$ cat config.mk
export PLATFORM = sky130hd
export DESIGN_NAME = irq_ctrl_top
export DESIGN_NICKNAME = d
export VERILOG_FILES = /design/src/hdl/irq_types_pkg.sv /design/src/hdl/irq_fsm_pkg.sv /design/src/hdl/irq_capture.sv /design/src/hdl/irq_delivery.sv /design/src/hdl/irq_ctrl_top.sv
export VERILOG_INCLUDE_DIRS = /design/src /design/src/hdl
export SDC_FILE = /design/constraint.sdc
export NUM_CORES = 1
export LEC_CHECK = 0
export BUFFER_PORTS_ARGS = -buffer_cell sky130_fd_sc_hd__buf_2
export CAP_MARGIN = 20
export CORE_UTILIZATION = 45
export DETAILED_ROUTE_END_ITERATION = 16
export HOLD_SLACK_MARGIN = 0.05
export PLACE_DENSITY_LB_ADDON = 0.1
export RECOVER_POWER = 100
export SYNTH_ARGS = -nofsm -noshare
export SYNTH_HDL_FRONTEND = slang
export SYNTH_SLANG_ARGS = --single-unit
$ cat constraint.sdc
create_clock -name clk -period 1.68 [get_ports clk]
set_clock_uncertainty 0.2 [all_clocks]
set_input_delay 0.336 -clock clk [delete_from_list [all_inputs] [get_ports clk]]
set_output_delay 0.336 -clock clk [all_outputs]
set_load 0.02 [all_outputs]
$ cat src/hdl/irq_defs.svh
// Fixed build-time constants; IRQ_NUM_SRC must stay equal to sync plus async count, stride fits 32 bits
`ifndef IRQ_DEFS_SVH
`define IRQ_DEFS_SVH

// Source counts
// Synchronous level sources occupy the low half of the combined mask
`define IRQ_NUM_SYNC 4

// Asynchronous edge sources occupy the high half
`define IRQ_NUM_ASYNC 4

// Combined source count, also the width of the pending mask
`define IRQ_NUM_SRC (`IRQ_NUM_SYNC + `IRQ_NUM_ASYNC)

// Synchronizer
// Flop depth ahead of the async edge detector, two is the usual minimum
`define IRQ_SYNC_STAGES 2

// Vector table
// Address of combined index 0
`define IRQ_VEC_BASE 32'hD000_0000

// Address step from one index to the next
`define IRQ_VEC_STRIDE 32'h0000_0080

`endif

$ cat src/hdl/irq_types_pkg.sv
// Widths follow the counts in irq_defs.svh; the combined mask keeps async bits above sync bits
`default_nettype none

`include "irq_defs.svh"

package irq_types_pkg;

    // One bit per synchronous level source
    typedef logic [`IRQ_NUM_SYNC-1:0] sync_mask_t;

    // One bit per asynchronous edge source
    typedef logic [`IRQ_NUM_ASYNC-1:0] async_mask_t;

    // Combined mask, bit index equals priority
    typedef logic [`IRQ_NUM_SRC-1:0] src_mask_t;

    // Index into the combined mask
    typedef logic [$clog2(`IRQ_NUM_SRC)-1:0] src_idx_t;

    // Vector address handed to the receiver
    typedef logic [31:0] irq_vec_t;

endpackage

`default_nettype wire

$ cat src/hdl/irq_fsm_pkg.sv
// Delivery FSM encoding only; one vector is in flight at any time
`default_nettype none

package irq_fsm_pkg;

    // Four-phase handshake states
    // DLV_IDLE  waiting for a pending source and ack low
    // DLV_REQ   req high, vector held, waiting for ack
    // DLV_DROP  req low, waiting for ack to return low
    typedef enum logic [1:0] {
        DLV_IDLE = 2'd0,
        DLV_REQ  = 2'd1,
        DLV_DROP = 2'd2
    } dlv_state_t;

endpackage

`default_nettype wire

$ cat src/hdl/irq_capture.sv
// Sync sources are level sampled every cycle; async sources count only on a synchronized rising edge
`timescale 1ns/10ps
`default_nettype none

`include "irq_defs.svh"

module irq_capture
    import irq_types_pkg::*;
(
    input  wire         clk,
    input  wire         rst_n,
    input  sync_mask_t  sync_irq,
    input  async_mask_t async_irq,
    input  src_mask_t   take,
    output src_mask_t   pending
);

    // Synchronizer chain, stage 0 samples the raw pins
    async_mask_t sync_ff [`IRQ_SYNC_STAGES];

    // Last stage output and its delayed copy
    async_mask_t async_sync;
    async_mask_t async_prev;
    async_mask_t async_edge;

    // New requests this cycle, laid out like the combined mask
    src_mask_t   set_mask;
    src_mask_t   pending_next;

    // Synchronizer for the asynchronous pins
    always_ff @(posedge clk or negedge rst_n) begin
        if (!rst_n) begin
            for (int s = 0; s < `IRQ_SYNC_STAGES; s++) begin
                sync_ff[s] <= '0;
            end
        end else begin
            sync_ff[0] <= async_irq;
            for (int s = 1; s < `IRQ_SYNC_STAGES; s++) begin
                sync_ff[s] <= sync_ff[s-1];
            end
        end
    end

    assign async_sync = sync_ff[`IRQ_SYNC_STAGES-1];

    // Previous synchronized value for edge detection
    always_ff @(posedge clk or negedge rst_n) begin
        if (!rst_n) begin
            async_prev <= '0;
        end else begin
            async_prev <= async_sync;
        end
    end

    // Rising edge only, a held level fires once
    assign async_edge = async_sync & ~async_prev;

    // Async edges in the upper half, sync levels in the lower half
    assign set_mask = {async_edge, sync_irq};

    // Clear the served bit; a set in the same cycle wins
    assign pending_next = (pending & ~take) | set_mask;

    // Pending register
    always_ff @(posedge clk or negedge rst_n) begin
        if (!rst_n) begin
            pending <= '0;
        end else begin
            pending <= pending_next;
        end
    end

    // Delivery may only serve a source that is actually pending here
    a_take_is_pending: assert property (
        @(posedge clk) disable iff (!rst_n)
        (take & ~pending) == '0
    ) else $error("take names a source that is not pending");

endmodule

`default_nettype wire

$ cat src/hdl/irq_delivery.sv
// Serves one source per four-phase handshake; receiver must hold ack until req falls, vector holds when idle
`timescale 1ns/10ps
`default_nettype none

`include "irq_defs.svh"

module irq_delivery
    import irq_types_pkg::*;
    import irq_fsm_pkg::*;
(
    input  wire        clk,
    input  wire        rst_n,
    input  src_mask_t  pending,
    input  wire        ack,
    output src_mask_t  take,
    output logic       req,
    output irq_vec_t   vector
);

    dlv_state_t state;

    // Highest pending index and its vector
    src_idx_t   sel_idx;
    irq_vec_t   sel_vec;
    logic       any_pending;

    // Priority encoder
    // Ascending scan, so the last set bit seen is the highest
    always_comb begin
        sel_idx = '0;
        for (int i = 0; i < `IRQ_NUM_SRC; i++) begin
            if (pending[i]) begin
                sel_idx = src_idx_t'(i);
            end
        end
    end

    assign any_pending = |pending;

    // Vector from base and stride instead of a table
    assign sel_vec = irq_vec_t'(`IRQ_VEC_BASE)
                   + irq_vec_t'(sel_idx) * irq_vec_t'(`IRQ_VEC_STRIDE);

    // Delivery FSM with registered req, take and vector
    always_ff @(posedge clk or negedge rst_n) begin
        if (!rst_n) begin
            state  <= DLV_IDLE;
            req    <= 1'b0;
            take   <= '0;
            vector <= '0;
        end else begin
            // take is a single-cycle pulse
            take <= '0;
            case (state)
                DLV_IDLE: begin
                    // Start only once the previous ack has been seen low
                    if (any_pending && !ack) begin
                        vector <= sel_vec;
                        take   <= src_mask_t'(1) << sel_idx;
                        req    <= 1'b1;
                        state  <= DLV_REQ;
                    end
                end
                DLV_REQ: begin
                    // Hold req and vector until the receiver answers
                    if (ack) begin
                        req   <= 1'b0;
                        state <= DLV_DROP;
                    end
                end
                DLV_DROP: begin
                    // Wait for the receiver to release ack
                    if (!ack) begin
                        state <= DLV_IDLE;
                    end
                end
                default: begin
                    req   <= 1'b0;
                    state <= DLV_IDLE;
                end
            endcase
        end
    end

    // At most one source served per cycle
    a_take_onehot: assert property (
        @(posedge clk) disable iff (!rst_n)
        $onehot0(take)
    ) else $error("take is not one-hot");

    // Receiver may sample vector at any point of req high
    a_vector_stable: assert property (
        @(posedge clk) disable iff (!rst_n)
        (req && $past(req)) |-> (vector == $past(vector))
    ) else $error("vector changed while req high");

    // New request only after ack was seen low
    a_no_req_on_ack: assert property (
        @(posedge clk) disable iff (!rst_n)
        $rose(req) |-> !$past(ack)
    ) else $error("req rose while ack high");

endmodule

`default_nettype wire

$ cat src/hdl/irq_ctrl_top.sv
// Top of the vector controller; ack must follow the four-phase protocol, async pins may be fully asynchronous
`timescale 1ns/10ps
`default_nettype none

module irq_ctrl_top
    import irq_types_pkg::*;
(
    input  wire         clk,
    input  wire         rst_n,
    input  sync_mask_t  sync_irq,
    input  async_mask_t async_irq,
    input  wire         ack,
    output logic        req,
    output irq_vec_t    vector
);

    // Pending mask from capture to delivery
    src_mask_t pending;

    // Served source, back from delivery to capture
    src_mask_t take;

    // Synchronizer, edge detection and pending register
    irq_capture u_capture (
        .clk       (clk),
        .rst_n     (rst_n),
        .sync_irq  (sync_irq),
        .async_irq (async_irq),
        .take      (take),
        .pending   (pending)
    );

    // Priority select, vector and handshake
    irq_delivery u_delivery (
        .clk     (clk),
        .rst_n   (rst_n),
        .pending (pending),
        .ack     (ack),
        .take    (take),
        .req     (req),
        .vector  (vector)
    );

endmodule

`default_nettype wire

==> results.yml, run 1 <==
critical_path:
  path_class: "flip-flop to flip-flop"
  worstSetupStartpointType: "flip-flop"
  crit_fanout: 4
  worstPathArrival_ns: 1.68
  crit_required_ns: 1.72
  crit_path_end_kind: "flip-flop"
grt:
  grt_pass1_vias: 806
  grt_pass1_wl_microns: 3570
  grt_usage: 0.148
  grt_overflow: 0
  antenna_found_initial: 0
  grt_max_degree: 36
routing:
  top_layer: "met4"
  drc: 0
  route.met3.wl_microns: 137
  wl_met2_microns: 1090
  ant_nets: 0
  drt-vias-per-instance: 4.27
  wl_met1_microns: 904
  wirelength_microns: 2140
  dr.pass1.iters: 4
  wl_per_cell_microns: 10.4
  vias: 880
  drt-initial-drc-count: 8
floorplan:
  die_y_microns: 59.0
  core_region_area_sq_mm: 0.00308
  die_width_microns: 59.0
  io_pins: 44
  dieArea_sq_mm: 0.00348
  initial_core_util: 0.475
  num_rows: 20
clock_tree:
  insertion_delay_ns: 0.34
  clk_pin_slew_ns: 0.11
  cts_tree: "yes"
  cts_root_buffer: "clkbuf_4"
  cts_num_sinks: 35
  h-tree-depth: 2
  numCtsBuffers: 5
  clock_path_buffers: 2
layout:
  final_cell_mix: "34 x dfrtp_1, 26 x conb_1, 17 x buf_2"
  fillCellCount: 254
  layout_commonest_cell: "dfrtp_1"
  drive_gt1_frac: 0.302
  antenna_cells: 0
  finalCoreUtilization: 0.581
  ff_latch_area_sq_um: 877
  multiInputGateArea_sq_um: 453
  fin_area_sq_mm: 0.00179
  finalNetCount: 172
  syn2layout_area_growth_pct: 22.2
placement:
  portBuffers: 17
  place_area_sq_mm: 0.00158
  pre_cts_ws_ns: -0.0443
  gp_congestion: 0.758
  dp_hpwl_microns: 1500
logic_synthesis:
  yosys.cell_types.count: 28
  seq_area_frac_synth: 0.599
  yosysWarningCount: 0
  synth_cells: 119
  syn_avg_cell_area_sq_um: 12.3
  synth.cell_area_sq_mm: 0.00146
  synth_seq_cells: 35
timing:
  hold_violations: 0
  drv_slew: 0
  fmax_ghz: 0.610
  slew_headroom: 0.448
  worst_pin_slew_ns: 0.828
  fin_crit_ns: 1.64
  hold-worst-slack_ns: 0.158
  finalSetupViolCount: 0
  finalCritPeriodShare: 0.976
  fin_ws_ns: 0.0403
  rsz0062_at_grt: "yes"
power_and_ir_drop:
  leakagePower_nw: 0.861
  max-vdd-ir-drop_mv: 0.706
  cellPowerDensity_mw_per_mm2: 1070
run_status:
  status: "finished clean"
hold_path:
  hp-class: "flip-flop to flip-flop"
run:
  cap_violations: 0
[critical path, cell delays in order, from the launching register on]
cell and delay [ns]:
dfrtp_1 0.42, nor4_4 0.36, buf_4 0.18, a21oi_4 0.06, mux2_4 0.31
[state kept, by name (all words and copies together) (netlist names)]
register	count
u_capture.pending	8
u_delivery.take	8
u_capture.async_prev	4
u_capture.async_sync	4
u_capture.sync_ff	4
u_delivery.vector	4
u_delivery.state	2
u_delivery.req	1
[worst paths after layout]
path | startpoint | endpoint | slack (ns) | depth (start not counted)
setup / recovery | u_capture.pending[4] | u_delivery.vector[8] | 0.04 | 4
hold / removal | u_capture.sync_ff[6] | u_capture.async_sync[2] | 0.16 | 0
setup reg to reg | u_capture.pending[4] | u_delivery.vector[8] | 0.04 | 4
hold reg to reg | u_capture.sync_ff[6] | u_capture.async_sync[2] | 0.16 | 0
max in group asynchronous | rst_n | u_capture.pending[2] | 0.21 | 3
min in group asynchronous | rst_n | u_capture.sync_ff[5] | 0.49 | 3
[metrics by stage]
stage,total power [mW],cells,setup TNS (ns)
after floorplan,1.20,144,0
after global placement,1.27,187,-0.0886
after detailed placement,1.27,187,-0.211
after CTS,1.91,205,0
after global routing,2.02,206,-0.137
final,1.91,206,0
[area by class of cell]
type	count	share of cell area
inverter	13	0.0273
clock inverter	3	0.0266
multi-input combinational	67	0.253
tap	44	0.0308
timing repair buffer	39	0.150
clock buffer	5	0.0210
sequential	35	0.491
[cell usage after synthesis (all sizes together)]
cell    number  share of area
a311oi       1         0.0060
o21bai       1         0.0051
inv         13          0.033
or2          1         0.0043
a21o         4          0.021
nand2        1         0.0043
nor2         5          0.013
a21oi        2         0.0094
nand2b       2         0.0086
buf         29           0.15
conb         1         0.0026
nor3         2         0.0068
xor2         1         0.0060
and2         1         0.0043
dfrtp       35           0.60
or3          2         0.0086
nor2b        2          0.010
nor3b        1          0.013
o22ai        4          0.017
o311ai       1          0.011
o21ai        5          0.017
mux2         2          0.015
nor4         3          0.033
[what timing repair did]
item / 4_1_cts / 5_1_grt
setup endpoints to repair: 0 / 7
hold endpoints to repair: 44 / 0
setup buffers: 0 / 1
hold buffers: 10 / 0
gates resized for setup: 0 / 10
[power breakdown]
group,switching (mW),leakage [nW],internal [mW]
clock network,0.294,0.0458,0.321
logic,0.204,0.415,0.133
registers,0.0441,0.400,0.912
[cell families after synthesis]
group	Yosys count	share of synthesized area
flip-flops	35	0.599
other	1	0.00256
buffers and inverters	42	0.185
AO/OA/AOI/OAI	18	0.0864
XOR/XNOR	1	0.00599
multiplexers	2	0.0154
AND/OR/NAND/NOR	20	0.106
[per-layer routing]
layer,GRT usage,up-vias
met2,0.237,45
met4,0.0612,0
met3,0.0721,2
met5,0,-
li1,-,414
met1,0.168,419
Power figures use the tool's default switching activity.
==> inputs of run 2 (changes only) <==
Settings changed: PLACE_DENSITY from default to 0.84, PLACE_DENSITY_LB_ADDON 0.1 to default.
==> run 2 against run 1 <==
Against the previous run: global-route usage fell by 0.34 points; critical endpoint is now u_delivery.vector[7]; via count shrank 1.5%; largest power group unchanged; clock power about the same.
==> results.yml, run 2 (synthesis results as in run 1) <==
run_status:
  status: "finished clean"
layout:
  finalNetCount: 168
  drive_gt1_frac: 0.228
  final_cell_mix: "34 x dfrtp_1, 26 x conb_1, 13 x inv_1"
  fin_area_sq_mm: 0.00173
  syn2layout_area_growth_pct: 18.4
  layout_commonest_cell: "dfrtp_1"
  finalCoreUtilization: 0.563
  top_regs: "u_capture.pending (8), u_delivery.take (8)"
  antenna_cells: 0
placement:
  place_area_sq_mm: 0.00154
  dp_hpwl_microns: 1690
  portBuffers: 17
  gp_congestion: 0.832
floorplan:
  die_width_microns: 59.0
  dieArea_sq_mm: 0.00348
  initial_core_util: 0.475
  die_y_microns: 59.0
  num_rows: 20
  core_region_area_sq_mm: 0.00308
  io_pins: 44
timing:
  hold_violations: 0
  tns_ns: 0
  finalSetupViolCount: 0
  slew_headroom: 0.428
  fmax_ghz: 0.602
  finalCritPeriodShare: 0.988
  fin_crit_ns: 1.66
  worst_pin_slew_ns: 0.858
  rsz0062_at_grt: "yes"
  drv_slew: 0
  hold-worst-slack_ns: 0.100
power_and_ir_drop:
  cellPowerDensity_mw_per_mm2: 1080
  max-vdd-ir-drop_mv: 0.542
  leakagePower_nw: 0.830
grt:
  grt_pass1_vias: 881
  grt_max_degree: 21
  grt_overflow: 0
  grt_pass1_wl_microns: 3550
  grt_usage: 0.144
  antenna_found_initial: 0
routing:
  wirelength_microns: 2260
  ant_nets: 0
  vias: 867
  wl_per_cell_microns: 11.2
  dr.pass1.iters: 4
  drt-initial-drc-count: 16
  drt-vias-per-instance: 4.29
  drc: 0
hold_path:
  hp-class: "input pin to flip-flop"
critical_path:
  worstSetupStartpointType: "flip-flop"
  crit_required_ns: 1.69
  worst_path_max_delay_cell: "or3_4"
  crit_fanout: 5
  slowest_delay_ns: 0.43
  worstPathCellList: "or3_4, a21oi_4, mux2_1"
  worstPathArrival_ns: 1.67
  path_class: "flip-flop to flip-flop"
  crit_path_end_kind: "flip-flop"
clock_tree:
  cts_num_sinks: 35
  clock_path_buffers: 2
  insertion_delay_ns: 0.33
  clk_pin_slew_ns: 0.10
  h-tree-depth: 2
  cts_root_buffer: "clkbuf_4"
  numCtsBuffers: 5
  cts_tree: "yes"
run:
  cap_violations: 0
run 2: cell type report:
| cell class | instances | area (sq um) |
|---|---|---|
| Clock buffer | 6 | 51.3 |
| Inverter | 13 | 48.8 |
| Fill cell | 275 | 1350 |
| Sequential cell | 35 | 877 |
| Tap cell | 44 | 55.1 |
| Multi-Input combinational cell | 67 | 432 |
| Clock inverter | 2 | 35.0 |
| Timing Repair Buffer | 35 | 233 |
run 2: path summary, 6_finish.rpt:
check	from	end	slack, ns	cells after the start
max	u_delivery.state[0]	u_delivery.vector[7]	0.02	3
min	ack	u_delivery.state[0]	0.10	3
max reg2reg	u_delivery.state[0]	u_delivery.vector[7]	0.02	3
min reg2reg	u_capture.sync_ff[5]	u_capture.async_sync[1]	0.16	0
max in group asynchronous	rst_n	u_capture.async_sync[3]	0.19	3
min in group asynchronous	rst_n	u_delivery.state[1]	0.42	2
run 2: repair_timing:
action | 4_1_cts | 5_1_grt
pin swaps | 0 | 1
resized for setup | 1 | 3
endpoints found under the hold margin | 43 | 0
buffers inserted | 0 | 3
hold buffers | 9 | 0
setup endpoints to repair | 2 | 7
run 2: worst max-delay path, delay by kind of cell (launching register included):
| kind | cells | cell delay, ns |
|---|---|---|
| muxes | 1 | 0.33 |
| AOI/OAI and AO/OA | 1 | 0.17 |
| and+or+nand+nor | 1 | 0.43 |
| DFF | 1 | 0.42 |
run 2: metal layers:
layer  up-vias  global-route usage  share of wire
met5         -                   0              0
met4         0              0.0714          0.011
met3         5              0.0393          0.043
met2        36               0.265           0.56
met1       420               0.150           0.39
li1        406                   -              -
run 2: where the power goes:
part	internal (mW)	switching (mW)	total (mW)
Sequential	0.913	0.0492	0.962
Clock	0.352	0.266	0.617
Combinational	0.101	0.190	0.291
run 2: metrics by stage:
stage	total power [mW]	setup WS, ns	instances
floorplan	1.20	0.0329	144
global placement	1.24	-0.0830	182
detailed placement	1.25	-0.134	182
CTS	1.89	0.00181	199
global route	1.96	-0.0170	202
finish	1.87	0.0202	202
